## src/include/stream_buffer_macros.svh

```systemverilog
`ifndef STREAM_BUFFER_MACROS_SVH
`define STREAM_BUFFER_MACROS_SVH

// ----------------------------------------------------------------------
// feature bank geometry.
// ----------------------------------------------------------------------

`define SB_ADDR_W 15
`define SB_DEPTH 24200

// cycles from an issued read address to its word at the bank output.
`define SB_READ_LAT 3

// ----------------------------------------------------------------------
// APB register byte offsets.
// ----------------------------------------------------------------------

`define SB_REG_CTRL 4'h0
`define SB_REG_WINDOWS 4'h4
`define SB_REG_STATUS 4'h8

`endif

```

## src/stream_buffer_pkg.sv

```systemverilog
`default_nettype none

`include "stream_buffer_macros.svh"

package stream_buffer_pkg;

	typedef logic [15:0] feature_t;

	typedef logic [`SB_ADDR_W-1:0] bank_addr_t;

	// window count minus one. 4838 is the largest value that keeps the
	// last window inside the bank.
	typedef logic [12:0] win_count_t;

	typedef enum logic [1:0] {
		IDLE,
		WALK,
		DRAIN,
		DONE
	} walk_state_t;

endpackage

`default_nettype wire

```

## src/stream_buffer_regs.sv

```systemverilog
`timescale 1ns/10ps
`default_nettype none

`include "stream_buffer_macros.svh"

module stream_buffer_regs (
	input wire logic clk,
	input wire logic i_reset,
	input wire logic i_psel,
	input wire logic i_penable,
	input wire logic i_pwrite,
	input wire logic [3:0] i_paddr,
	input wire logic [31:0] i_pwdata,
	input wire logic i_busy,
	input wire logic i_done_evt,
	output logic [31:0] o_prdata,
	output logic o_pready,
	output logic o_pslverr,
	output logic o_start,
	output stream_buffer_pkg::win_count_t o_windows
);

	import stream_buffer_pkg::*;

	logic access;
	logic wr_access;
	win_count_t windows_q;
	logic done_q;

	// pready is tied high, so every transfer finishes in its access phase.
	assign access = i_psel && i_penable;
	assign wr_access = access && i_pwrite;
	assign o_pready = 1'b1;

	assign o_start = wr_access && (i_paddr == `SB_REG_CTRL) && i_pwdata[0];
	assign o_windows = windows_q;

	always_ff @(posedge clk) begin
		if (i_reset) begin
			windows_q <= '0;
			done_q <= 1'b0;
		end else begin
			if (wr_access && (i_paddr == `SB_REG_WINDOWS) && !i_busy) begin
				windows_q <= i_pwdata[$bits(win_count_t)-1:0];
			end
			// the done event wins over a start landing in the same cycle.
			if (i_done_evt) begin
				done_q <= 1'b1;
			end else if (o_start) begin
				done_q <= 1'b0;
			end
		end
	end

	// ----------------------------------------------------------------------
	// read data and slave error decode.
	// ----------------------------------------------------------------------

	always_comb begin
		o_prdata = '0;
		o_pslverr = 1'b0;
		if (access) begin
			case (i_paddr)
				`SB_REG_CTRL: begin
					o_prdata = '0;
				end
				`SB_REG_WINDOWS: begin
					o_prdata = 32'(windows_q);
					o_pslverr = i_pwrite && i_busy;
				end
				`SB_REG_STATUS: begin
					o_prdata = {30'd0, done_q, i_busy};
					o_pslverr = i_pwrite;
				end
				default: begin
					o_pslverr = 1'b1;
				end
			endcase
		end
	end

	// a well formed APB master never holds one access phase for two cycles.
	start_single_cycle: assert property (@(posedge clk) disable iff (i_reset)
		o_start |=> !o_start)
		else $error("start pulse lasted more than one cycle");

endmodule

`default_nettype wire

```

## config.mk

```make
export PLATFORM = sky130hd
export DESIGN_NAME = stream_buffer_regs
export DESIGN_NICKNAME = d
export VERILOG_FILES = /design/src/stream_buffer_pkg.sv /design/src/stream_buffer_regs.sv
export VERILOG_INCLUDE_DIRS = /design/src /design/src/include
export SDC_FILE = /design/constraint.sdc
export NUM_CORES = 1
export LEC_CHECK = 0
export BUFFER_PORTS_ARGS = -buffer_cell sky130_fd_sc_hd__buf_2
export CAP_MARGIN = 20
export CORE_UTILIZATION = 38
export DETAILED_ROUTE_END_ITERATION = 12
export GPL_TIMING_DRIVEN = 0
export PLACE_DENSITY = 0.82
export SYNTH_ARGS = -nofsm -noshare
export SYNTH_HDL_FRONTEND = slang
export SYNTH_SLANG_ARGS = --single-unit
```

## constraint.sdc

```tcl
create_clock -name clk -period 2.9 [get_ports clk]
set_input_delay 0.725 -clock clk [delete_from_list [all_inputs] [get_ports clk]]
set_output_delay 0.725 -clock clk [all_outputs]
set_load 0.02 [all_outputs]
```

==> flow_summary.toml <==
[status]
status = "completed"

[sta]
rsz0062_at_grt = "false"
fmax_mhz = 392
fin_skew_ps = 0
min_period_ps = 2550
setup_viol = 0
slew_violations = 0
min_period_over_period_pct = 87.9
tns_ps = 0
hold_violations = 0

[synth]
synthAdderAreaFrac_pct = 0
netlist_area_um2 = 918
syn_inst = 113
synth_area_leader_cell = "dfxtp_1"
synth_compound_area_share_pct = 18.4
ys_types = 24
synthMuxAreaShare_pct = 0
synth_seq_area_share_pct = 30.5
ys_ff_latch = 14
synth_top_area_share_pct = 30.5
synth_edf_count = 0
yosys_warnings = 0
synth_most_common_cell = "buf_4"
netlist_top_cells_count = "20 x buf_4, 14 x a21oi_1, 14 x dfxtp_1"
synth_xor_xnor_area_share_pct = 0
synthArstFlopShare_pct = 0
syn_avg_cell_area_um2 = 8.13
synthFlopType = "dfxtp_1"
synth_area_leaders = "dfxtp_1 31%, buf_4 16%, and3_1 8.2%, a21oi_1 7.6%, nand3_1 7.1%"
synthSimpleGateAreaFrac_pct = 27.7
synth_top_family_by_area = "simple AND/OR/NAND/NOR gates"

[clock_tree]
cts.sinks = 14
clk_latency_ps = 290
cts-root-buf = "clkbuf_4"
cts.path.max_buffers = 2
cts_buffers = 3
cts_hold_buf = 0
path_clk_slew_ps = 80
post_cts_buffers = 0
htree_levels = 1
tritoncts = "built"
postCtsResizedCells = 0

[placed_design]
dp.cells = 210
place.gp.congestion = 0.716
dp_hpwl_mm = 1.91
portBuffers = 51

[routing]
wirelength_mm = 2.51
via_count = 1023
drt.antenna.violating_nets = 0
routed_via_density = 4.80
first_pass_iters = 4
drc = 0
wl_per_cell_um = 11.8
drt_iter0_markers = 18

[critical_path]
crit_arrival_ps = 1830
worstPathRequired_ps = 2170
end_kind = "output pin"
regToRegSetupSlack_ps = 2220
critPathMaxFanout = 10
timing_worst_setup_path_type = "input pin to output pin"
cp-start-kind = "input pin"

[global_routing]
gr-total-overflow = 0
grt_use_met2_pct = 35.7
grt_pass1_wl_mm = 3.88
top_usage_layer = "met2"
grtUsageMet3_pct = 3.27
track_usage_pct = 20.0
grt_max_degree = 11
met1_usage_pct = 23.8
grt_pass1_vias = 869
antenna_found_initial = 0

[floorplanning]
rows = 17
start_util_pct = 40.7
die_area_um2 = 2620
core_area_um2 = 2250
num_io_pins = 91
die_w_um = 51.2
die_y_um = 51.2

[finish]
syn2layout_area_growth_pct = 41.4
layout.nets = 230
utilization_pct = 57.6
nFillCells = 224
multiInputGateArea_um2 = 498
drive_gt1_share_pct = 44.3
antenna_cells = 0
regArea_um2 = 280
layout.cells.non_filler = 213

[job]
cap_violations = 0

[power_and_ir_drop]
vdd_drop_max_v = 0.000151
leakage_uw = 0.000714
p_per_area_nw_per_um2 = 312

[hold_path]
hp-class = "register to register"
path summary, 6_finish.rpt:
kind,from,endpoint,cells after the start
worst min register to register,done_q,done_q,2
worst max-delay path,i_paddr[3],o_prdata[3],5
worst max register to register,o_windows[12],o_windows[12],2
worst min-delay path,done_q,done_q,2
layout by cell type (no fill, tap or decap):
cell       count
o22ai_1        1
buf_4         20
a22oi_1        2
and2b_1        1
o21ai_1        1
conb_1        20
buf_2         51
nand4bb_1      1
and4bb_4       1
and4bb_2       1
a21oi_1       14
nand3_1       13
nor2_1         2
buf_6          3
clkbuf_1       3
inv_1          2
a211oi_1       1
and3_1        12
nor2b_1        1
clkbuf_2       1
nor4_2         1
clkbuf_4       3
o21ai_0       13
nand2b_1       2
nand4bb_4      1
dfxtp_1       14
power breakdown:
part           switching, µW  internal (µW)  total (µW)
combinational           54.7           41.2        95.9
clock                   66.4           48.3         115
sequential             0.944            194         195
worst max-delay path, cell delays in order:
cell,delay (ps)
buf_2,140
and2b_1,250
clkbuf_1,330
and3_1,220
buf_2,160
final cells by class:
cell class / instances / area share, %
Clock buffer: 3 / 1.73
Buffer: 27 / 15.4
Tap cell: 28 / 2.70
Sequential cell: 14 / 21.6
Multi-Input combinational cell: 88 / 38.3
Timing Repair Buffer: 51 / 19.7
Inverter: 2 / 0.578
flip-flops by register name, summed over array words and instances (netlist names):
| register | cells |
|---|---|
| o_windows | 13 |
| done_q | 1 |
logic make-up after synthesis:
kind of cell | after synthesis
buf+inv | 29
flops | 14
simple gates | 36
other cells | 2
compound gates | 32
per-stage QoR:
step           hold slack (ps)  total power (µW)  worst slack (ps)  cell area (µm²)
2_1_floorplan              448               265               693              986
3_3_place_gp               463               291               372             1280
3_5_place_dp               473               293               350             1280
4_1_cts                    487               403               340             1300
5_1_grt                    509               420               219             1300
6_report                   482               405               350             1300
routing by layer:
| metal | up-vias | part of all wire, % |
|---|---|---|
| li1 | 511 | - |
| met2 | 65 | 49 |
| met1 | 444 | 42 |
| met5 | - | 0 |
| met4 | 0 | 1.0 |
| met3 | 3 | 8.8 |
No activity file was read; power rests on OpenSTA's default activity.
