**src/include/stream_buffer_macros.svh**
```systemverilog
`ifndef STREAM_BUFFER_MACROS_SVH
`define STREAM_BUFFER_MACROS_SVH

// ----------------------------------------------------------------------
// feature bank geometry.
// ----------------------------------------------------------------------

`define SB_ADDR_W 15
`define SB_DEPTH 24200

// cycles from an issued read address to its word at the bank output.
`define SB_READ_LAT 3

// ----------------------------------------------------------------------
// APB register byte offsets.
// ----------------------------------------------------------------------

`define SB_REG_CTRL 4'h0
`define SB_REG_WINDOWS 4'h4
`define SB_REG_STATUS 4'h8

`endif

```
**src/stream_buffer_pkg.sv**
```systemverilog
`default_nettype none

`include "stream_buffer_macros.svh"

package stream_buffer_pkg;

	typedef logic [15:0] feature_t;

	typedef logic [`SB_ADDR_W-1:0] bank_addr_t;

	// window count minus one. 4838 is the largest value that keeps the
	// last window inside the bank.
	typedef logic [12:0] win_count_t;

	typedef enum logic [1:0] {
		IDLE,
		WALK,
		DRAIN,
		DONE
	} walk_state_t;

endpackage

`default_nettype wire

```
**src/window_addr_walker.sv**
```systemverilog
`timescale 1ns/10ps
`default_nettype none

`include "stream_buffer_macros.svh"

module window_addr_walker (
	input wire logic clk,
	input wire logic i_reset,
	input wire logic i_en,
	input wire stream_buffer_pkg::win_count_t i_windows,
	output stream_buffer_pkg::bank_addr_t o_raddr,
	output logic o_ren,
	output logic o_last
);

	import stream_buffer_pkg::*;

	logic [1:0] line_cnt;
	logic chan_cnt;
	win_count_t win_cnt;
	bank_addr_t win_base;
	bank_addr_t base;
	logic [2:0] offset;
	logic line_end;
	logic window_end;

	assign line_end = (line_cnt == 2'd2);
	assign window_end = line_end && chan_cnt;

	assign o_raddr = base + bank_addr_t'(offset);
	assign o_ren = i_en;
	assign o_last = i_en && window_end && (win_cnt == i_windows);

	// ----------------------------------------------------------------------
	// line is the innermost loop, then channel, then window.
	// ----------------------------------------------------------------------

	always_ff @(posedge clk) begin
		if (i_reset) begin
			line_cnt <= '0;
			chan_cnt <= 1'b0;
			win_cnt <= '0;
			win_base <= '0;
			base <= '0;
			offset <= '0;
		end else if (i_en) begin
			if (o_last) begin
				line_cnt <= '0;
				chan_cnt <= 1'b0;
				win_cnt <= '0;
				win_base <= '0;
				base <= '0;
				offset <= '0;
			end else if (window_end) begin
				line_cnt <= '0;
				chan_cnt <= 1'b0;
				win_cnt <= win_cnt + 1'b1;
				win_base <= win_base + bank_addr_t'(5);
				base <= win_base + bank_addr_t'(5);
				offset <= '0;
			end else if (line_end) begin
				line_cnt <= '0;
				chan_cnt <= 1'b1;
				base <= base + bank_addr_t'(1);
				offset <= '0;
			end else begin
				line_cnt <= line_cnt + 1'b1;
				offset <= offset + 3'd2;
			end
		end
	end

	raddr_in_bank: assert property (@(posedge clk) disable iff (i_reset)
		o_ren |-> (o_raddr < `SB_DEPTH))
		else $error("walker address %0d is outside the bank", o_raddr);

endmodule

`default_nettype wire

```
**config.mk**
```make
export PLATFORM = sky130hd
export DESIGN_NAME = window_addr_walker
export DESIGN_NICKNAME = d
export VERILOG_FILES = /design/src/stream_buffer_pkg.sv /design/src/window_addr_walker.sv
export VERILOG_INCLUDE_DIRS = /design/src /design/src/include
export SDC_FILE = /design/constraint.sdc
export NUM_CORES = 1
export LEC_CHECK = 0
export ABC_AREA = 1
export BUFFER_PORTS_ARGS = -buffer_cell sky130_fd_sc_hd__buf_2
export CELL_PAD_IN_SITES_DETAIL_PLACEMENT = 0
export CELL_PAD_IN_SITES_GLOBAL_PLACEMENT = 1
export CORE_MARGIN = 3
export CORE_UTILIZATION = 35
export CTS_CLUSTER_DIAMETER = 200
export DETAILED_ROUTE_END_ITERATION = 7
export GPL_TIMING_DRIVEN = 1
export PLACE_DENSITY = 0.72
export SLEW_MARGIN = 40
export SYNTH_ARGS = -nofsm -noshare
export SYNTH_HDL_FRONTEND = slang
export SYNTH_SLANG_ARGS = --single-unit
```
**constraint.sdc**
```tcl
create_clock -name clk -period 4.4 [get_ports clk]
set_input_delay 0.88 -clock clk [delete_from_list [all_inputs] [get_ports clk]]
set_output_delay 0.88 -clock clk [all_outputs]
set_load 0.02 [all_outputs]
```
==> results by group <==
Timing
  • Worst-Margin Slew: 0.4620 ns
  • Setup TNS: 0 ns
  • Hold slack final: 0.4833 ns
  • Slew Limit Headroom: 0.6916
  • Final Critical Period: 3.012 ns
  • Final period util: 0.6846
  • Unrepaired setup endpoints after global routing: no
  • Fin. Hold Viols: 0
  • Maximum clock rate: 332.0 MHz
  • Clock skew: 0.01428 ns
  • # setup viols final: 0
  • Final WS setup: 1.388 ns
  • Slew Viols, Final: 0

Run status
  • Status: finished clean

Finish
  • Non-filler instance count after layout: 644
  • Share of cells above drive strength 1: 0.1076
  • Fill count: 936
  • N_diodes: 0
  • Final net count: 560
  • Area Overhead vs Synth: 11.34%

CTS
  • CTS H-tree depth: 2
  • CTS root buffer: clkbuf_8
  • Clock Latency Late Sink: 0.31 ns
  • Total CTS buffers: 5
  • Post-CTS Hold Fix Bufs: 0
  • Worst-path clk slew: 0.10 ns
  • Post-cts resize count: 0
  • Max Buffers Root-to-Sink: 2
  • Setup Buffers After CTS: 0
  • CTS tree: done
  • Sink Count: 48

Global routing
  • Met2 global-route usage: 0.2623
  • Global routing's busiest layer: met2
  • Met3 Track Usage GR: 0.02699
  • GR Util met1: 0.2165
  • First-pass GRT wire length: 13.08 mm
  • Largest net degree at the start of global routing: 16
  • Total gr overflow: 0
  • Initial antenna violation count: 0
  • Vias in the first global route: 2795
  • Total GRT Usage: 0.1592

Routing
  • Vias/cell: 4.651
  • Per-cell routed wire length: 11.88 um
  • Routed WL: 7.651 mm
  • Post-route ant nets: 0
  • DR pass1 iterations: 4
  • Vias after detailed routing: 2995
  • DRC marker count from the first detailed-route iteration: 135
  • DR DRC count: 0

Yosys
  • Yosys top cell area share: 0.3056
  • Post-synthesis sequential area ratio: 0.3056
  • Register bit total from synthesis: 48
  • Ys async rst share: 0
  • Yosys top cell by area: dfxtp_1
  • Yosys warnings: 0
  • Mapped Cells: 506
  • Commonest cells post-synth: nand2_1 (174), inv_1 (69), nor2_1 (49)
  • Cell types occupying the most area after synthesis: dfxtp_1 (31%), nand2_1 (21%), inv_1 (8.2%), xor2_1 (6.7%), nor2_1 (5.8%)
  • Ys flop type: dfxtp_1
  • Cell variety after synth: 31
  • Net Count, Synth: 528
  • Synthesized cell area: 3144 sq um
  • Avg Inst Size Synth: 6.214 sq um
  • Most frequent cell after synthesis: nand2_1
  • Post-synth EDFFs: 0

Floorplanning
  • Row count: 33
  • Area of the core: 8464 sq um
  • Vert. Die Dim: 100.8 um
  • Initial Util: 0.3715
  • Die Wd: 100.8 um
  • Area of the die: 10160 sq um
  • Ports: 33

Pwr
  • Total power: 0.0008280 W
  • Comb power frac: 0.066
  • Max VDD drop: 126.3 uV
  • Internal: 0.0006244 W
  • Sw Ratio: 0.2458
  • PwrDens: 236.5 nW/um^2
  • Sequential share of power: 0.534
  • Pleak: 1.636 nW
  • Clock Power Share: 0.400
  • Switching power: 0.0002035 W

Place
  • Inst Count DP: 636
  • Final GP Congestion: 0.8204
  • Pre-CTS setup slack: 1.529 ns
  • Final HPWL from detailed placement: 6.043 mm
  • Number of port buffers: 32

Critical path
  • Most frequent CP cell: nand2_1
  • CP top delay family: simple AND/OR/NAND/NOR gates
  • CP Max Fanout: 5
  • CP Launch Type: flip-flop
  • Worst path max stage delay: 0.37 ns
  • Setup crit end kind: output pin
  • WS Path Type: reg -> out
  • Crit-path slowest cell: dfxtp_1
  • Arrival time worst endpoint: 2.13 ns
  • Sum of buffers and inverters on the critical path: 1
  • Critical path cell sequence: ha_1 > nand2_1 > nand2_1 > nand2_1 > nor2_1 > nand2_1 > nor2_1 > xor2_1 > buf_2
  • WP data required: 3.52 ns

Worst hold path
  • Worst Hold Class: reg -> reg

Job
  • Max cap viols: 0
-- state kept, by name, indices dropped and copies added, names as in the netlist --
| signal | cells |
|---|---|
| offset | 2 |
| win_cnt | 13 |
| chan_cnt | 1 |
| base | 15 |
| line_cnt | 2 |
| win_base | 15 |
-- metrics by stage --
step / utilization / cell area (sq um)
after floorplan: - / 3144
after global placement: 0.4004 / 3390
after detailed placement: 0.4004 / 3390
after CTS: 0.4136 / 3501
after global routing: 0.4136 / 3501
final: 0.4136 / 3501
-- cells in the final DEF, fill, tap and decap left out, types with 5 or more instances in the layout --
cell	instances
nand2_1	174
inv_1	69
nor2_1	49
dfxtp_1	48
buf_2	32
nand3_1	31
xor2_1	24
o21ai_0	21
a21oi_1	17
nand4_1	11
nor3_1	11
o22ai_1	7
ha_1	6
clkbuf_8	5
-- power by group through the flow --
stage | combinational [W] | clock, W | sequential (W)
finish | 0.0000545 | 0.000331 | 0.000442
floorplan | 0.0000374 | 0 | 0.000451
detailed placement | 0.0000553 | 0 | 0.000452
global placement | 0.0000555 | 0 | 0.000452
CTS | 0.0000555 | 0.000340 | 0.000442
global route | 0.0000623 | 0.000357 | 0.000443
-- final timing paths --
kind         cells after the start  slack, ns                       from                        end
min reg2reg                      2       0.48  win_base[14]$_SDFFE_PP0P_  win_base[14]$_SDFFE_PP0P_
max reg2reg                      9       2.21      chan_cnt$_SDFFE_PP0P_   win_base[5]$_SDFFE_PP0P_
max                              9       1.39       base[2]$_SDFFE_PP0P_                o_raddr[13]
min                              2       0.48  win_base[14]$_SDFFE_PP0P_  win_base[14]$_SDFFE_PP0P_
-- metal layers --
| metal | up-vias | share of wire |
|---|---|---|
| met1 | 1286 | 0.51 |
| met5 | - | 0 |
| met3 | 5 | 0.040 |
| met4 | 0 | 0.0099 |
| li1 | 1656 | - |
| met2 | 48 | 0.44 |
-- worst reg2reg max path: cells and delay by family (launching register included) --
kind	cells	cell delay [ns]
simple gates	7	1.47
compound gates	1	0.07
flops	1	0.41
buf+inv	1	0.13
-- cells by family (layout without fill, tap and decap cells) --
group / Yosys count / after routing / synth area share
buf+inv: 80 / 113 / 0.1019
flops: 48 / 48 / 0.3056
compound gates: 50 / 50 / 0.08317
xor+xnor: 27 / 27 / 0.07521
simple gates: 295 / 295 / 0.4103
fa+ha+maj: 6 / 6 / 0.02388
-- layout make-up --
| cell class | instances | area [sq um] | share of cell area |
|---|---|---|---|
| Timing Repair Buffer | 32 | 160.2 | 0.04575 |
| Sequential cell | 48 | 960.9 | 0.2745 |
| Tap cell | 105 | 131.4 | 0.03753 |
| Clock inverter | 3 | 42.54 | 0.01215 |
| Inverter | 73 | 274.0 | 0.07827 |
| Multi-Input combinational cell | 378 | 1863 | 0.5322 |
| Clock buffer | 5 | 68.82 | 0.01966 |
Note: power is estimated with default switching activity, not from simulation.
