### config.mk
export PLATFORM = sky130hd
export DESIGN_NAME = stream_walk_ctrl
export DESIGN_NICKNAME = d
export VERILOG_FILES = /design/src/stream_buffer_pkg.sv /design/src/stream_walk_ctrl.sv
export VERILOG_INCLUDE_DIRS = /design/src /design/src/include
export SDC_FILE = /design/constraint.sdc
export NUM_CORES = 1
export LEC_CHECK = 0
export CAP_MARGIN = 20
export CORE_AREA = 2 2 39 41
export DETAILED_ROUTE_END_ITERATION = 10
export DIE_AREA = 0 0 41 43
export DONT_BUFFER_PORTS = 1
export PLACE_DENSITY = 0.37
export SLEW_MARGIN = 40
export SYNTH_ARGS = -nofsm -noshare
export SYNTH_HDL_FRONTEND = slang
export SYNTH_SLANG_ARGS = --single-unit
### constraint.sdc
create_clock -name clk -period 1.2 [get_ports clk]
set_input_delay 0.36 -clock clk [delete_from_list [all_inputs] [get_ports clk]]
set_output_delay 0.36 -clock clk [all_outputs]
set_load 0.005 [all_outputs]
### src/include/stream_buffer_macros.svh
`ifndef STREAM_BUFFER_MACROS_SVH
`define STREAM_BUFFER_MACROS_SVH

// ----------------------------------------------------------------------
// feature bank geometry.
// ----------------------------------------------------------------------

`define SB_ADDR_W 15
`define SB_DEPTH 24200

// cycles from an issued read address to its word at the bank output.
`define SB_READ_LAT 3

// ----------------------------------------------------------------------
// APB register byte offsets.
// ----------------------------------------------------------------------

`define SB_REG_CTRL 4'h0
`define SB_REG_WINDOWS 4'h4
`define SB_REG_STATUS 4'h8

`endif

### src/stream_buffer_pkg.sv
`default_nettype none

`include "stream_buffer_macros.svh"

package stream_buffer_pkg;

	typedef logic [15:0] feature_t;

	typedef logic [`SB_ADDR_W-1:0] bank_addr_t;

	// window count minus one. 4838 is the largest value that keeps the
	// last window inside the bank.
	typedef logic [12:0] win_count_t;

	typedef enum logic [1:0] {
		IDLE,
		WALK,
		DRAIN,
		DONE
	} walk_state_t;

endpackage

`default_nettype wire

### src/stream_walk_ctrl.sv
`timescale 1ns/10ps
`default_nettype none

`include "stream_buffer_macros.svh"

module stream_walk_ctrl (
	input wire logic clk,
	input wire logic i_reset,
	input wire logic i_start,
	input wire logic i_last,
	output logic o_walk_en,
	output logic o_busy,
	output logic o_done
);

	import stream_buffer_pkg::*;

	localparam int DRAIN_W = $clog2(`SB_READ_LAT);

	walk_state_t state;
	logic [DRAIN_W-1:0] drain_cnt;

	always_ff @(posedge clk) begin
		if (i_reset) begin
			state <= IDLE;
			drain_cnt <= '0;
		end else begin
			case (state)
				IDLE: begin
					if (i_start) begin
						state <= WALK;
					end
				end
				WALK: begin
					drain_cnt <= '0;
					if (i_last) begin
						state <= DRAIN;
					end
				end
				DRAIN: begin
					// wait until the last read has left the bank pipeline.
					if (drain_cnt == DRAIN_W'(`SB_READ_LAT - 1)) begin
						state <= DONE;
					end else begin
						drain_cnt <= drain_cnt + 1'b1;
					end
				end
				default: begin
					state <= IDLE;
				end
			endcase
		end
	end

	assign o_walk_en = (state == WALK);
	assign o_busy = (state != IDLE);
	assign o_done = (state == DONE);

	// a start while a walk is running is dropped by the FSM.
	start_only_when_idle: assert property (@(posedge clk) disable iff (i_reset)
		i_start |-> (state == IDLE))
		else $error("start received while the stream walk was busy");

endmodule

`default_nettype wire

==> results of run 1 <==
## cells by family (layout without fill, tap and decap cells)
kind of cell,Yosys count,after routing,share of synthesized area
fa+ha+maj,5,5,0.219
mux,1,1,0.0351
buf+inv,5,11,0.0658
simple gates,13,13,0.325
flops,4,4,0.281
compound gates,3,3,0.0746
## registers in the layout, indices dropped and copies added (netlist names)
name	cells
drain_cnt	2
state	2
## report_power, final
part / total, mW / leakage (nW) / internal [mW] / switching (mW)
Clock: 0.158 / 0.0138 / 0.111 / 0.0472
Combinational: 0.582 / 0.120 / 0.323 / 0.259
Sequential: 0.253 / 0.0340 / 0.196 / 0.0566
## cell usage in the layout, fill, tap and decap left out
cell      n
dfxtp_1   2
inv_4     2
nand2_1   3
dfxtp_4   2
mux2i_1   1
a31oi_1   1
buf_4     1
o211a_1   1
nor3b_1   1
clkbuf_4  3
nor2b_1   1
buf_6     2
nor3_4    1
ha_4      3
nor2_1    1
ha_1      1
nand3_1   1
or3_1     1
inv_1     2
inv_2     1
a21oi_1   1
or2b_1    2
ha_2      1
nor2b_4   2
## per-stage QoR
step / worst slack [ns] / TNS (ns)
floorplan: -0.00133 / -0.00133
global placement: -0.0382 / -0.0625
detailed placement: -0.0744 / -0.168
CTS: -0.0718 / -0.222
global route: -0.103 / -0.491
finish: -0.0588 / -0.187
## repair_timing
item / in CTS / in global routing
setup buffers: 0 / 0
gates resized for setup: 12 / 4
pin swaps: 2 / 2
setup endpoints to repair: 6 / 6
## cell type report
cell class / instances / area (um^2)
multi-input combinational: 22 / 233
clock buffer: 3 / 22.5
timing repair buffer: 3 / 30.0
inverter: 5 / 23.8
tap: 16 / 20.0
sequential: 4 / 87.6
fill: 146 / 967
## how the worst max path moves through the flow
stage	endpoint	slack, ns	cells past startpoint
after floorplan	state[0]	-0.001	5
after global placement	state[0]	-0.04	5
after detailed placement	state[1]	-0.07	5
after CTS	o_walk_en	-0.07	3
after global routing	drain_cnt[1]	-0.10	5
final	o_walk_en	-0.06	3
## routing by layer
metal,global-route usage,routed length (um),part of all wire
met1,0.0906,239,0.43
met5,0,0,0
met2,0.106,294,0.53
met3,0.0314,25,0.045
met4,0.0600,0,0
==> insert_results.sql, run 1 <==
INSERT INTO impl_metrics (metric_group, metric, value, unit) VALUES
('clocking', 'cts_sinks', '4', ''),
('layout', 'postLayoutCellArea', '417', 'um^2'),
('floorplanning', 'initial_core_util', '0.206', ''),
('layout', 'layout_net_count', '48', ''),
('timing', 'report.final.slew_viol_count', '0', ''),
('synthesis', 'synth_top_area_frac', '0.281', ''),
('timing', 'layout_worst_path_cycle_share', '1.05', ''),
('critical_path', 'cp-startpoint', 'state[1]', ''),
('synthesis', 'mappedNetlistNets', '40', ''),
('route', 'vias', '224', ''),
('outcome', 'status', 'complete, but fails checks', ''),
('critical_path', 'required', '0.84', 'ns'),
('synthesis', 'number_of_flops_mapped_to_enable_cells_by_yosys', '0', ''),
('route', 'detail_route.vias_per_cell', '4.23', ''),
('timing', 'setup_viol', '6', ''),
('global_route', 'grt_antenna_before_repair', '0', ''),
('clocking', 'clk_latency', '0.23', 'ns'),
('floorplanning', 'area_of_the_core', '0.00138', 'mm^2'),
('floorplanning', 'fp.dieArea', '0.00176', 'mm^2'),
('worst_hold_path', 'worst_hold_path_type', 'in -> reg', ''),
('synthesis', 'yosys.area.top_type', 'dfxtp_1', ''),
('global_route', 'globalRouteTotalUtil', '0.0775', ''),
('critical_path', 'timing.setup.critical_path_class', 'reg -> out', ''),
('layout', 'diodes_inserted', '0', ''),
('route', 'drt.antenna.violating_nets', '0', ''),
('synthesis', 'synthTopCellsByArea', 'dfxtp_1 28%, ha_1 22%, nor2b_4 9.6%', ''),
('placement', 'placedInstanceArea', '333', 'um^2'),
('critical_path', 'crit_path_start_kind', 'flop', ''),
('route', 'route.final.wire_length', '559', 'um'),
('critical_path', 'sum_of_buffers_and_inverters_on_the_critical_path', '2', ''),
('global_route', 'grt_first_pass_wirelength', '897', 'um'),
('route', 'drt_drc_violations_left', '0', ''),
('timing', 'timing_hold_violations_final', '0', ''),
('worst_hold_path', 'worst_hold_startpoint', 'i_reset', ''),
('floorplanning', 'site_row_count', '14', ''),
('critical_path', 'worstSetupEndpointType', 'output pin', ''),
('floorplanning', 'die_x', '41', 'um'),
('critical_path', 'crit_path_cell_trace', 'inv_4 > ha_4 > buf_6', ''),
('layout', 'synthToLayoutAreaGrowth', '46.1', '%'),
('flow_run', 'maxCapViolCount', '0', ''),
('placement', 'place.detailed.instances', '50', ''),
('timing', 'fin_hold_ws', '0.199', 'ns'),
('synthesis', 'synth_cell_type_count', '16', ''),
('timing', 'layout_min_cycle_time', '1.26', 'ns'),
('timing', 'final_critical_path_setup_slack', '-0.0588', 'ns'),
('floorplanning', 'chipHeight', '43', 'um'),
('timing', 'rsz_0062_raised_after_global_routing', 'true', ''),
('placement', 'finalWeightedCongestion', '0.653', ''),
('worst_hold_path', 'min_delay_worst_endpoint', 'drain_cnt[0]', ''),
('route', 'detail_route.wl_per_cell', '10.5', 'um'),
('timing', 'tightestPinTransition', '0.205', 'ns'),
('power', 'p_leak', '0.167', 'nW'),
('synthesis', 'ys_dominant_reg_cell', 'dfxtp_1', ''),
('clocking', 'clk_pin_slew', '0.03', 'ns'),
('layout', 'final_cell_count_no_fill', '53', ''),
('synthesis', 'synth.yosys.seq_area_share', '0.281', ''),
('timing', 'max_clock_freq', '0.794', 'GHz'),
('floorplanning', 'ioPinCount', '7', ''),
('critical_path', 'worst-r2r-cell-count', '5', ''),
('global_route', 'vias_in_the_first_global_route', '229', ''),
('power', 'power_density', '2380', 'mW/mm^2'),
('outcome', 'failed_checks', 'negative setup slack', ''),
('clocking', 'tritoncts', 'done', ''),
('critical_path', 'slowest_stage', 'dfxtp_4', ''),
('placement', 'place.port_buffers', '0', ''),
('clocking', 'cts.root.buffer_cell', 'clkbuf_4', ''),
('worst_hold_path', 'number_of_instances_on_the_worst_hold_path', '1', ''),
('power', 'design_power_total', '0.993', 'mW'),
('critical_path', 'crit-reg2reg-capture', 'state[0]', ''),
('critical_path', 'path_max_fanout', '3', ''),
('timing', 'final.setup_skew', '0.000692', 'ns');
(Power assumes the default switching activity.)
==> inputs of run 2 (changes only) <==
==> constraint.sdc (replaced) <==
create_clock -name clk -period 1.2 [get_ports clk]
set_input_delay 0.36 -clock clk [delete_from_list [all_inputs] [get_ports clk]]
set_output_delay 0.36 -clock clk [all_outputs]
set_load 0.1 [all_outputs]
==> insert_results.sql, run 2 (synthesis gave the netlist of run 1 again) <==
INSERT INTO impl_metrics (metric_group, metric, value, unit) VALUES
('layout', 'layout_net_count', '54', ''),
('critical_path', 'critical_path.endpoint', 'o_walk_en', ''),
('layout', 'diodes_inserted', '0', ''),
('placement', 'place.detailed.instances', '54', ''),
('timing', 'final.setup_skew', '0.00117', 'ns'),
('timing', 'report.final.slew_viol_count', '0', ''),
('clocking', 'clk_pin_slew', '0.03', 'ns'),
('placement', 'finalWeightedCongestion', '0.688', ''),
('clocking', 'cts_sinks', '4', ''),
('layout', 'area_of_the_multi_input_gates', '256', 'um^2'),
('critical_path', 'max_stage_delay', '0.33', 'ns'),
('worst_hold_path', 'number_of_instances_on_the_worst_hold_path', '1', ''),
('critical_path', 'arrival_time_at_the_worst_endpoint', '1.08', 'ns'),
('timing', 'timing_hold_violations_final', '0', ''),
('route', 'detail_route.vias_per_cell', '4.14', ''),
('layout', 'commonest_cells_after_routing_fill_and_taps_aside', '4 x ha_4, 4 x buf_6', ''),
('clocking', 'post_cts_hold_buffer_count', '0', ''),
('global_route', 'grt_antenna_before_repair', '0', ''),
('critical_path', 'worstSetupEndpointType', 'output pin', ''),
('global_route', 'grt_first_pass_wirelength', '931', 'um'),
('placement', 'post-place-ws', '-0.144', 'ns'),
('critical_path', 'critical_path.most_common_cell', 'buf_6', ''),
('critical_path', 'timing.setup.critical_path_class', 'reg -> out', ''),
('critical_path', 'reg2reg_setup_slack', '-0.19', 'ns'),
('floorplanning', 'fp.dieArea', '0.00176', 'mm^2'),
('critical_path', 'worst-r2r-cell-count', '6', ''),
('layout', 'num-fill-cells', '141', ''),
('critical_path', 'timing.rr.start', 'state[0]', ''),
('clocking', 'cts.root.buffer_cell', 'clkbuf_4', ''),
('global_route', 'vias_in_the_first_global_route', '234', ''),
('clocking', 'clk_latency', '0.23', 'ns'),
('timing', 'setup_viol', '6', ''),
('layout', 'final_layout_size_suffix_gt1_frac', '0.628', ''),
('floorplanning', 'die_x', '41', 'um'),
('global_route', 'globalRouteTotalUtil', '0.0793', ''),
('clocking', 'ctsLongestPathBuffers', '2', ''),
('route', 'route.final.wire_length', '568', 'um'),
('floorplanning', 'area_of_the_core', '0.00138', 'mm^2'),
('flow_run', 'maxCapViolCount', '0', ''),
('critical_path', 'crit_path_cell_trace', 'buf_6 > ha_4 > buf_6 > buf_12', ''),
('route', 'drt.antenna.violating_nets', '0', ''),
('route', 'drt_drc_violations_left', '0', ''),
('critical_path', 'required', '0.84', 'ns'),
('critical_path', 'cp-startpoint', 'state[0]', ''),
('layout', 'final_cell_count_no_fill', '59', ''),
('timing', 'layout_worst_path_cycle_share', '1.20', ''),
('critical_path', 'crit_path_start_kind', 'flop', ''),
('timing', 'layout_min_cycle_time', '1.44', 'ns'),
('timing', 'rsz_0062_raised_after_global_routing', 'true', ''),
('route', 'drt_iter0_markers', '1', ''),
('floorplanning', 'ioPinCount', '7', ''),
('clocking', 'h_tree_lvls', '1', ''),
('critical_path', 'crit-reg2reg-capture', 'state[0]', ''),
('timing', 'tightestPinTransition', '0.185', 'ns'),
('layout', 'final-seq-area', '85.1', 'um^2'),
('placement', 'place.port_buffers', '0', ''),
('floorplanning', 'initial_core_util', '0.206', ''),
('worst_hold_path', 'worst_hold_path_type', 'in -> reg', ''),
('floorplanning', 'chipHeight', '43', 'um'),
('route', 'detail_route.first_pass.iterations', '2', ''),
('timing', 'max-slew-margin-rel', '0.877', ''),
('floorplanning', 'site_row_count', '14', ''),
('clocking', 'tritoncts', 'done', ''),
('layout', 'reg_top3', 'drain_cnt x2, state x2', ''),
('global_route', 'grt-ovfl-total', '0', ''),
('timing', 'max_clock_freq', '0.694', 'GHz'),
('outcome', 'failed_checks', 'negative setup slack', ''),
('clocking', 'cts_made_buffers', '3', ''),
('layout', 'synthToLayoutAreaGrowth', '85.5', '%'),
('timing', 'final_critical_path_setup_slack', '-0.240', 'ns'),
('route', 'vias', '244', ''),
('placement', 'dpl_wire_length', '465', 'um'),
('critical_path', 'path_max_fanout', '3', ''),
('global_route', 'pin_count_of_the_biggest_net_entering_global_routing', '6', ''),
('critical_path', 'slowest_stage', 'dfxtp_2', ''),
('route', 'detail_route.wl_per_cell', '9.63', 'um'),
('timing', 'fin_hold_ws', '0.193', 'ns'),
('outcome', 'status', 'complete, but fails checks', '');
[run 2: layout make-up]
cell class / instances / area share
repair buffers: 9 / 0.227
inverters: 5 / 0.0473
clock buffers: 3 / 0.0426
multi-input cells: 22 / 0.485
well taps: 16 / 0.0378
flip-flops and latches: 4 / 0.161
[run 2: layer usage]
metal	track usage	wire [um]	vias to the layer above
met5	0	0	-
met2	0.106	294	5
met3	0.0471	28	0
met4	0.0400	0	0
li1	-	-	127
met1	0.0965	244	112
[run 2: per-stage QoR]
stage | area, um^2 | utilization | TNS, ns
after floorplan | 318 | - | -0.671
after global placement | 428 | 0.309 | -0.326
after detailed placement | 428 | 0.309 | -0.375
after CTS | 490 | 0.354 | -1.00
after global routing | 529 | 0.382 | -1.25
final | 529 | 0.382 | -0.921
[run 2: worst min-delay path by stage]
stage,startpoint,end,slack (ns)
after floorplan,i_reset,drain_cnt[0],0.43
after detailed placement,i_reset,drain_cnt[0],0.44
final,i_reset,drain_cnt[0],0.19
after global routing,i_reset,drain_cnt[0],0.18
after global placement,i_reset,drain_cnt[0],0.43
after CTS,i_reset,drain_cnt[0],0.19
[run 2: what timing repair did]
item,4_1_cts,5_1_grt
hold endpoints to repair,0,0
resized for setup,5,10
setup buffers,2,0
setup endpoints to repair,6,7
pin swaps,3,4
[run 2: critical path, delay by kind of cell (launching register included)]
kind / cells / cell delay (ns)
adder cells (fa/ha/maj): 1 / 0.15
buffers and inverters: 3 / 0.37
flip-flops: 1 / 0.33
Power of run 2 is left out: the tool's default activity adds up to more than one toggle a clock period on the data nets, which glitch-free logic cannot reach.
==> inputs of run 3 (changes only) <==
==> constraint.sdc (replaced) <==
create_clock -name clk -period 1.2 [get_ports clk]
set_input_delay 0.36 -clock clk [delete_from_list [all_inputs] [get_ports clk]]
set_output_delay 0.36 -clock clk [all_outputs]
set_load 0.01 [all_outputs]
==> insert_results.sql, run 3 (synthesis gave the netlist of run 1 again) <==
INSERT INTO impl_metrics (metric_group, metric, value, unit) VALUES
('route', 'drt_drc_violations_left', '0', ''),
('layout', 'final_cell_count_no_fill', '54', ''),
('power', 'power.combinational.fraction', '0.590', ''),
('critical_path', 'path_delay_family', 'flip-flops', ''),
('power', 'p_leak', '0.171', 'nW'),
('critical_path', 'timing.rr.start', 'state[1]', ''),
('clocking', 'ctsLongestPathBuffers', '2', ''),
('flow_run', 'maxCapViolCount', '0', ''),
('floorplanning', 'fp.dieArea', '0.00176', 'mm^2'),
('placement', 'place.detailed.instances', '49', ''),
('power', 'design_power_total', '1.00', 'mW'),
('route', 'drt_iter0_markers', '0', ''),
('timing', 'report.final.slew_viol_count', '0', ''),
('global_route', 'grt-ovfl-total', '0', ''),
('route', 'route.final.wire_length', '538', 'um'),
('layout', 'reg_top3', 'drain_cnt x2, state x2', ''),
('clocking', 'clk_pin_slew', '0.04', 'ns'),
('worst_hold_path', 'number_of_instances_on_the_worst_hold_path', '1', ''),
('placement', 'dpl_wire_length', '404', 'um'),
('clocking', 'clk_latency', '0.23', 'ns'),
('critical_path', 'arrival_time_at_the_worst_endpoint', '0.91', 'ns'),
('timing', 'rsz_0062_raised_after_global_routing', 'true', ''),
('floorplanning', 'ioPinCount', '7', ''),
('floorplanning', 'die_x', '41', 'um'),
('critical_path', 'worstSetupEndpointType', 'output pin', ''),
('global_route', 'grt_first_pass_wirelength', '876', 'um'),
('timing', 'timing_hold_violations_final', '0', ''),
('power', 'clkPwrFrac', '0.165', ''),
('critical_path', 'timing.setup.critical_path_class', 'reg -> out', ''),
('timing', 'fin_hold_ws', '0.193', 'ns'),
('critical_path', 'cp_num_cells', '3', ''),
('timing', 'tightestPinTransition', '0.202', 'ns'),
('route', 'detail_route.wl_per_cell', '9.96', 'um'),
('critical_path', 'crit_path_start_kind', 'flop', ''),
('worst_hold_path', 'min_delay_worst_endpoint', 'drain_cnt[0]', ''),
('timing', 'max-slew-margin-rel', '0.865', ''),
('critical_path', 'path_max_fanout', '3', ''),
('global_route', 'vias_in_the_first_global_route', '235', ''),
('layout', 'layout_net_count', '49', ''),
('timing', 'setup_viol', '5', ''),
('power', 'internal_power', '0.634', 'mW'),
('route', 'vias', '222', ''),
('timing', 'final_critical_path_setup_slack', '-0.0664', 'ns'),
('layout', 'synthToLayoutAreaGrowth', '51.3', '%'),
('global_route', 'pin_count_of_the_biggest_net_entering_global_routing', '6', ''),
('floorplanning', 'initial_core_util', '0.206', ''),
('global_route', 'grt_antenna_before_repair', '0', ''),
('power', 'power_density', '2330', 'mW/mm^2'),
('critical_path', 'reg2reg_setup_slack', '-0.03', 'ns'),
('layout', 'layout.cells.most_common', 'ha_4', ''),
('critical_path', 'crit-reg2reg-capture', 'state[0]', ''),
('route', 'drt.antenna.violating_nets', '0', ''),
('clocking', 'tritoncts', 'done', ''),
('critical_path', 'worst-r2r-cell-count', '5', ''),
('placement', 'finalWeightedCongestion', '0.696', ''),
('power', 'vdd_ir_drop_max', '644', 'uV'),
('global_route', 'globalRouteTotalUtil', '0.0713', ''),
('floorplanning', 'site_row_count', '14', ''),
('outcome', 'failed_checks', 'negative setup slack', ''),
('timing', 'final.setup_skew', '0.000911', 'ns'),
('outcome', 'status', 'complete, but fails checks', ''),
('clocking', 'cts_sinks', '4', ''),
('layout', 'diodes_inserted', '0', ''),
('timing', 'max_clock_freq', '0.790', 'GHz'),
('power', 'switching_share', '0.368', ''),
('placement', 'place.port_buffers', '0', ''),
('layout', 'commonest_cells_after_routing_fill_and_taps_aside', '4 x ha_4, 3 x inv_2, 3 x nand2_1, 3 x clkbuf_4', ''),
('floorplanning', 'area_of_the_core', '0.00138', 'mm^2'),
('critical_path', 'slowest_stage', 'dfxtp_4', ''),
('critical_path', 'sum_of_buffers_and_inverters_on_the_critical_path', '2', ''),
('critical_path', 'max_stage_delay', '0.35', 'ns'),
('worst_hold_path', 'worst_hold_path_type', 'in -> reg', ''),
('route', 'detail_route.first_pass.iterations', '1', ''),
('layout', 'final_layout_size_suffix_gt1_frac', '0.526', ''),
('timing', 'layout_worst_path_cycle_share', '1.06', ''),
('timing', 'finalSetupTns', '-0.225', 'ns'),
('clocking', 'cts.root.buffer_cell', 'clkbuf_4', ''),
('power', 'power_spent_charging_and_discharging_nets', '0.370', 'mW'),
('critical_path', 'crit_path_cell_trace', 'inv_2 > ha_4 > buf_6', ''),
('clocking', 'cts_made_buffers', '3', ''),
('route', 'detail_route.vias_per_cell', '4.11', ''),
('worst_hold_path', 'worst_hold_startpoint', 'i_reset', ''),
('layout', 'utilization', '0.312', ''),
('power', 'seq_pwr_share', '0.245', ''),
('critical_path', 'required', '0.84', 'ns'),
('clocking', 'h_tree_lvls', '1', ''),
('timing', 'layout_min_cycle_time', '1.27', 'ns'),
('floorplanning', 'chipHeight', '43', 'um');
## run 3: cell count changes in the layout (fill, tap and decap cells not counted), sizes merged
| cell | before | now |
|---|---|---|
| buf | 9 | 4 |
| inv | 4 | 5 |
| clkinvlp | 1 | 0 |
## run 3: timing repair
item	in CTS	in global routing
hold buffers	0	0
pin swaps	4	4
gates resized for setup	8	5
setup endpoints to repair	6	7
buffers inserted	1	1
## run 3: worst max-delay path by stage
stage,start,end
final,state[1],o_walk_en
after CTS,state[1],o_walk_en
after floorplan,state[0],state[0]
after global routing,state[0],o_busy
after global placement,state[0],state[0]
after detailed placement,state[0],state[1]
## run 3: layer usage
metal  global-route usage  part of all wire  vias to the layer above
met4               0.0200                 0                        0
met5                    0                 0                        -
met1               0.0675              0.38                      104
met2                0.125              0.58                        3
li1                     -                 -                      115
met3               0.0366             0.037                        0
## run 3: final cells by class
cell class	count	area, um^2
clock buffer	3	22.5
sequential	4	87.6
multi-input combinational	22	245
inverter	5	18.8
fill	145	952
timing repair buffer	4	37.5
tap	16	20.0
## run 3: per-stage QoR
| step | setup WS [ns] | area, um^2 |
|---|---|---|
| 3_5_place_dp | -0.0732 | 338 |
| 4_1_cts | -0.0683 | 395 |
| 3_3_place_gp | -0.0747 | 338 |
| 6_report | -0.0664 | 432 |
| 5_1_grt | -0.0992 | 432 |
| 2_1_floorplan | -0.00608 | 303 |
## run 3: power by group through the flow
stage | Combinational (mW) | Clock, mW | Sequential (mW)
detailed placement | 0.443 | 0 | 0.233
global placement | 0.437 | 0 | 0.231
floorplan | 0.347 | 0 | 0.225
global route | 0.659 | 0.179 | 0.254
finish | 0.592 | 0.166 | 0.245
CTS | 0.537 | 0.171 | 0.240
